[src/logic/regfile_pkg.sv]
package regfile_pkg;

	// default register file shape
	localparam int default_data_width = 32; // bits per register
	localparam int default_addr_width = 5;  // 32 registers

	// write handshake controller
	// one pass through the three states per four-phase handshake
	typedef enum logic [1:0]
	{
		wr_idle   = 2'b00, // waiting for a request
		wr_commit = 2'b01, // write strobe to the bank is active
		wr_done   = 2'b10  // ack high until the request drops
	} wr_state_t;

endpackage

[src/logic/write_port.sv]
module write_port
	import regfile_pkg::*;
#(
	parameter int data_width = default_data_width,
	parameter int addr_width = default_addr_width
)
(
	input logic e,
	input logic reset,

	// four-phase request side
	input logic wr_req,
	input logic [addr_width-1:0] wr_addr,
	input logic [data_width-1:0] wr_data,
	output logic wr_ack,

	// towards the register bank
	output logic we,
	output logic [addr_width-1:0] waddr,
	output logic [data_width-1:0] wdata
);

	wr_state_t state;
	wr_state_t state_next;

	logic accept;   // request taken on this edge
	logic ack_drop; // requester has let go of wr_req

	// a request is only looked at while idle
	// so the edge that drops wr_ack never accepts a new one
	assign accept = (state == wr_idle) && wr_req;
	assign ack_drop = (state == wr_done) && !wr_req;

	always_comb
	begin
		state_next = state;
		case (state)
			wr_idle:
			begin
				if (accept)
				begin
					state_next = wr_commit;
				end
			end
			wr_commit:
			begin
				state_next = wr_done; // strobe lasts one cycle
			end
			wr_done:
			begin
				if (ack_drop)
				begin
					state_next = wr_idle;
				end
			end
			default:
			begin
				state_next = wr_idle; // unused encoding
			end
		endcase
	end

	always_ff @(posedge e)
	begin
		if (reset)
		begin
			state <= wr_idle;
		end
		else
		begin
			state <= state_next;
		end
	end

	// we is high exactly while in wr_commit
	// the bank takes the data on the edge that leaves wr_commit
	always_ff @(posedge e)
	begin
		if (reset)
		begin
			we <= 1'b0;
		end
		else
		begin
			we <= accept;
		end
	end

	// ack rises on the same edge the bank is written
	// and stays up for as long as the requester holds wr_req
	always_ff @(posedge e)
	begin
		if (reset)
		begin
			wr_ack <= 1'b0;
		end
		else if (state == wr_commit)
		begin
			wr_ack <= 1'b1;
		end
		else if (ack_drop)
		begin
			wr_ack <= 1'b0;
		end
	end

	// address and data only need to be valid on the accepting edge
	always_ff @(posedge e)
	begin
		if (accept)
		begin
			waddr <= wr_addr;
			wdata <= wr_data;
		end
	end

endmodule

[src/logic/reg_bank.sv]
module reg_bank
	import regfile_pkg::*;
#(
	parameter int data_width = default_data_width,
	parameter int addr_width = default_addr_width
)
(
	input logic e,
	input logic reset,

	// single write port, we is a one-cycle strobe
	input logic we,
	input logic [addr_width-1:0] waddr,
	input logic [data_width-1:0] wdata,

	// two independent read ports
	input logic [addr_width-1:0] rd_addr_a,
	input logic [addr_width-1:0] rd_addr_b,
	output logic [data_width-1:0] rd_data_a,
	output logic [data_width-1:0] rd_data_b
);

	localparam int depth = 1 << addr_width;

	logic [data_width-1:0] regs [depth];
	logic [depth-1:0] wsel; // one-hot write select

	// write address decoder
	// every entry from 0 to depth-1 gets its own select line
	for (genvar i = 0; i < depth; i++)
	begin : g_decode
		assign wsel[i] = we && (waddr == addr_width'(i));
	end

	always_ff @(posedge e)
	begin
		if (reset)
		begin
			for (int i = 0; i < depth; i++)
			begin
				regs[i] <= '0;
			end
		end
		else
		begin
			for (int i = 0; i < depth; i++)
			begin
				if (wsel[i])
				begin
					regs[i] <= wdata;
				end
			end
		end
	end

	// reads are combinational and see the written value
	// from the edge after the strobe
	always_comb
	begin
		rd_data_a = regs[rd_addr_a]; // port a
	end

	always_comb
	begin
		rd_data_b = regs[rd_addr_b]; // port b
	end

endmodule

[src/logic/register_file.sv]
module register_file
	import regfile_pkg::*;
#(
	parameter int data_width = default_data_width,
	parameter int addr_width = default_addr_width
)
(
	input logic e,
	input logic reset,

	// write side with four-phase handshake
	input logic wr_req,
	input logic [addr_width-1:0] wr_addr,
	input logic [data_width-1:0] wr_data,
	output logic wr_ack,

	// read side without handshake
	input logic [addr_width-1:0] rd_addr_a,
	input logic [addr_width-1:0] rd_addr_b,
	output logic [data_width-1:0] rd_data_a,
	output logic [data_width-1:0] rd_data_b
);

	// write strobe with the captured address and data
	logic we;
	logic [addr_width-1:0] waddr;
	logic [data_width-1:0] wdata;

	// accept edge to ack edge is two cycles
	write_port #(
		.data_width(data_width),
		.addr_width(addr_width)
	) u_write_port (
		.e(e),
		.reset(reset),
		.wr_req(wr_req),
		.wr_addr(wr_addr),
		.wr_data(wr_data),
		.wr_ack(wr_ack),
		.we(we),
		.waddr(waddr),
		.wdata(wdata)
	);

	reg_bank #(
		.data_width(data_width),
		.addr_width(addr_width)
	) u_reg_bank (
		.e(e),
		.reset(reset),
		.we(we),
		.waddr(waddr),
		.wdata(wdata),
		.rd_addr_a(rd_addr_a),
		.rd_addr_b(rd_addr_b),
		.rd_data_a(rd_data_a),
		.rd_data_b(rd_data_b)
	);

endmodule

[config.mk]
export PLATFORM = sky130hd
export DESIGN_NAME = register_file
export DESIGN_NICKNAME = d
export VERILOG_FILES = /design/src/logic/regfile_pkg.sv /design/src/logic/write_port.sv /design/src/logic/reg_bank.sv /design/src/logic/register_file.sv
export SDC_FILE = /design/constraint.sdc
export NUM_CORES = 1
export LEC_CHECK = 0
export ABC_CLOCK_PERIOD_IN_PS = 10500
export BUFFER_PORTS_ARGS = -buffer_cell sky130_fd_sc_hd__buf_2
export CAP_MARGIN = 15
export CORE_MARGIN = 3
export CORE_UTILIZATION = 40
export CTS_CLUSTER_DIAMETER = 30
export DETAILED_ROUTE_END_ITERATION = 6
export PLACE_DENSITY = 0.54
export SKIP_LAST_GASP = 1
export SLEW_MARGIN = 20
export SYNTH_ARGS = -nofsm -noshare
export SYNTH_HDL_FRONTEND = slang
export SYNTH_SLANG_ARGS = --single-unit
export TNS_END_PERCENT = 50
[constraint.sdc]
create_clock -name e -period 10.5 [get_ports e]
set_input_delay 0.525 -clock e [delete_from_list [all_inputs] [get_ports e]]
set_output_delay 0.525 -clock e [all_outputs]
set_load 0.05 [all_outputs]
==> impl_metrics.csv <==
group,metric,value,unit
sta,max-slew-margin-rel,14.6,%
drt,via_per_inst,6.00,
placement,gp_congestion,0.806,
sta,tightest_slew,1270,ps
global_routing,grt_pass1_wl,274,mm
cts,root_buffer,"clkbuf_16",
cts,clk_pin_slew,40,ps
cts,htree_levels,5,
yosys,synthesis.nets,4274,
cts,cts_buffers,287,
min_path,worstHoldPathType,"primary input to flop",
cts,cts_resized,0,
yosys,yosys_warnings,0,
critical_path,cp-start-kind,"primary input",
layout,nets,4424,
cts,clk_path_buf_depth,4,
sta,post-route-period-util,47.1,%
sta,setup_viol,0,
cts,cts_tree,"built",
drt,route.detailed.drc,0,
critical_path,critPathCaptureType,"output port",
sta,hold_violations,0,
sta,rsz0062_at_grt,"no",
job,cap_violations,0,
floorplan,core,132000,um2
layout,layout.cells.non_filler,6340,
drt,drtIter0Drc,3931,
global_routing,antenna_found_initial,5,
drt,ant_nets,0,
critical_path,cp_cell_sequence,"buf_8 > buf_4 > buf_4 > mux2i_1 > a22o_1 > nor3_1 > a31oi_1 > nand3_1 > buf_2",
critical_path,critPathMaxFanout,77,
sta,clock.fmax,202,MHz
floorplan,ioPinCount,115,
drt,routedWlPerCell,30.7,um
layout,syn_to_final_growth,21.5,%
placement,placed_area,55000,um2
floorplan,die_x,371,um
yosys,netlist_area,53200,um2
yosys,synth_top_area_cell,"edfxtp_1",
min_path,whs_path_depth,2,
floorplan,initial_core_util,40.3,%
floorplan,rows,133,
yosys,synth-seq-cells,1065,
power_and_ir_drop,ir_worst_vdd,0.125,mV
yosys,syn_inst,4224,
cts,clk_latency,910,ps
placement,place.detailed.hpwl,97.8,mm
placement,dpl.cell_count,5802,
power_and_ir_drop,power_per_cell_area,227,nW/um2
floorplan,die_y,371,um
layout,drive_gt1_share,14.9,%
drt,firstDrtPassIters,6,
critical_path,critPathMaxStageDelay,970,ps
global_routing,overflow,0,
drt,vias,38000,
run_status,status,"complete, no violations",
critical_path,crit_required,9980,ps
power_and_ir_drop,leakagePower,25.6,nW
floorplan,die_area,137000,um2
yosys,synth.top_cell.area_share,59.9,%
sta,tns,0,ps
global_routing,grt_pass1_vias,38400,
placement,port-buffer-count,114,
global_routing,grt_max_degree,129,
drt,routed_wirelength,194,mm
sta,fin_crit,4950,ps
critical_path,r2r_cells,6,
global_routing,track_usage,27.9,%
cts,clkSinkCount,1065,
critical_path,worstPathArrival,4420,ps
yosys,yosys-top-cells-area,"edfxtp_1, mux2i_1, nor2_1, a22oi_1, a22o_1",
layout,design_area,64600,um2
critical_path,crit_slowest_cell,"buf_4",
sta,fin_skew,51.6,ps
yosys,syn_avg_cell_area,12.6,um2
yosys,seq_area_frac_synth,60.1,%
yosys,synth.distinct_cells,30,
critical_path,path_class,"primary input to output port",
critical_path,crit_top_cell,"buf_4",
sta,slew_violations,0,
## cell usage after synthesis, drive strengths merged
library cell / count
a21o: 2
a21oi: 193
a221oi: 1
a22o: 128
a22oi: 192
a31oi: 64
and2: 3
buf: 242
clkbuf: 135
dfxtp: 4
edfxtp: 1061
inv: 33
mux2i: 1024
nand2: 215
nand2b: 58
nand3: 192
nand3b: 1
nand4: 1
nand4b: 2
nor2: 581
nor2b: 8
nor3: 66
nor3b: 3
o21bai: 12
or2: 3
## layer usage
layer | part of all wire, % | GRT usage, % | vias up
met4 | 4.2 | 12.4 | 2
met3 | 7.6 | 4.75 | 468
li1 | - | - | 16300
met2 | 48 | 45.7 | 1872
met5 | 0.0067 | 0 | -
met1 | 41 | 36.4 | 19500
## registers in the layout, indices dropped and copies added (netlist names)
register and cells:
u_reg_bank.regs 1024, u_write_port.wdata 32, u_write_port.waddr 5, u_write_port.state 2, u_write_port.we 1, u_write_port.wr_ack 1
## worst paths after layout
path                         startpoint                endpoint  slack [ps]
setup / recovery           rd_addr_a[0]           rd_data_a[12]        5550
hold / removal                    reset   u_write_port.state[0]          60
setup reg to reg  u_write_port.waddr[4]  u_reg_bank.regs[11][0]        7230
hold reg to reg     u_write_port.wr_ack     u_write_port.wr_ack         460
## metrics by stage
step                      power, mW  utilization [%]  setup WS [ps]  hold slack [ps]
after floorplan                5.92                -           6700              466
after CTS                      14.7             49.0           5680             42.6
after global placement         6.39             41.7           5680              458
after detailed placement       6.40             41.8           5670              463
final                          14.6             49.0           5550             56.3
after global routing           15.0             49.0           5440             99.6
## layout make-up
class / instances / area (um2)
fillers: 11500 / 67200
flip-flops and latches: 1065 / 31900
multi-input cells: 2749 / 19400
clock buffers: 332 / 7480
well taps: 1755 / 2200
repair buffers: 238 / 1730
clock inverters: 164 / 1680
inverters: 33 / 124
diodes: 4 / 10.0
## cells in the final DEF, fill, tap and decap left out, types with 112 or more instances in the layout
| cell type | netlist | final |
|---|---|---|
| a22o_1 | 128 | 128 |
| edfxtp_1 | 1061 | 1061 |
| a21oi_1 | 193 | 193 |
| a22oi_1 | 192 | 192 |
| nand2_1 | 215 | 195 |
| mux2i_1 | 1024 | 1024 |
| nand3_1 | 192 | 192 |
| clkbuf_16 | 0 | 293 |
| nor2_1 | 581 | 579 |
| buf_2 | 105 | 112 |
## critical path, delay by kind of cell
kind                   cells  cell delay (ps)
multiplexers               1              180
buffers and inverters      4             2700
AND/OR/NAND/NOR            2              370
AO/OA/AOI/OAI              2              350
## what timing repair did
action / 4_1_cts / 5_1_grt
buffers inserted: 0 / 0
hold buffers: 38 / 0
hold endpoints to repair: 39 / 0
## kinds of logic (layout without fill, tap and decap cells)
group,Yosys count,after routing,share of synthesized area (%)
flops,1065,1065,60.1
buf+inv,410,767,4.04
mux,1024,1024,19.3
compound gates,592,592,7.60
other cells,0,4,0
simple gates,1133,1133,9.01
## where the power goes
part	total [mW]	internal (mW)	switching, mW
registers	5.06	4.94	0.118
logic	1.30	0.379	0.917
clock network	8.28	5.78	2.50
Note: power is estimated with default switching activity, not from simulation.
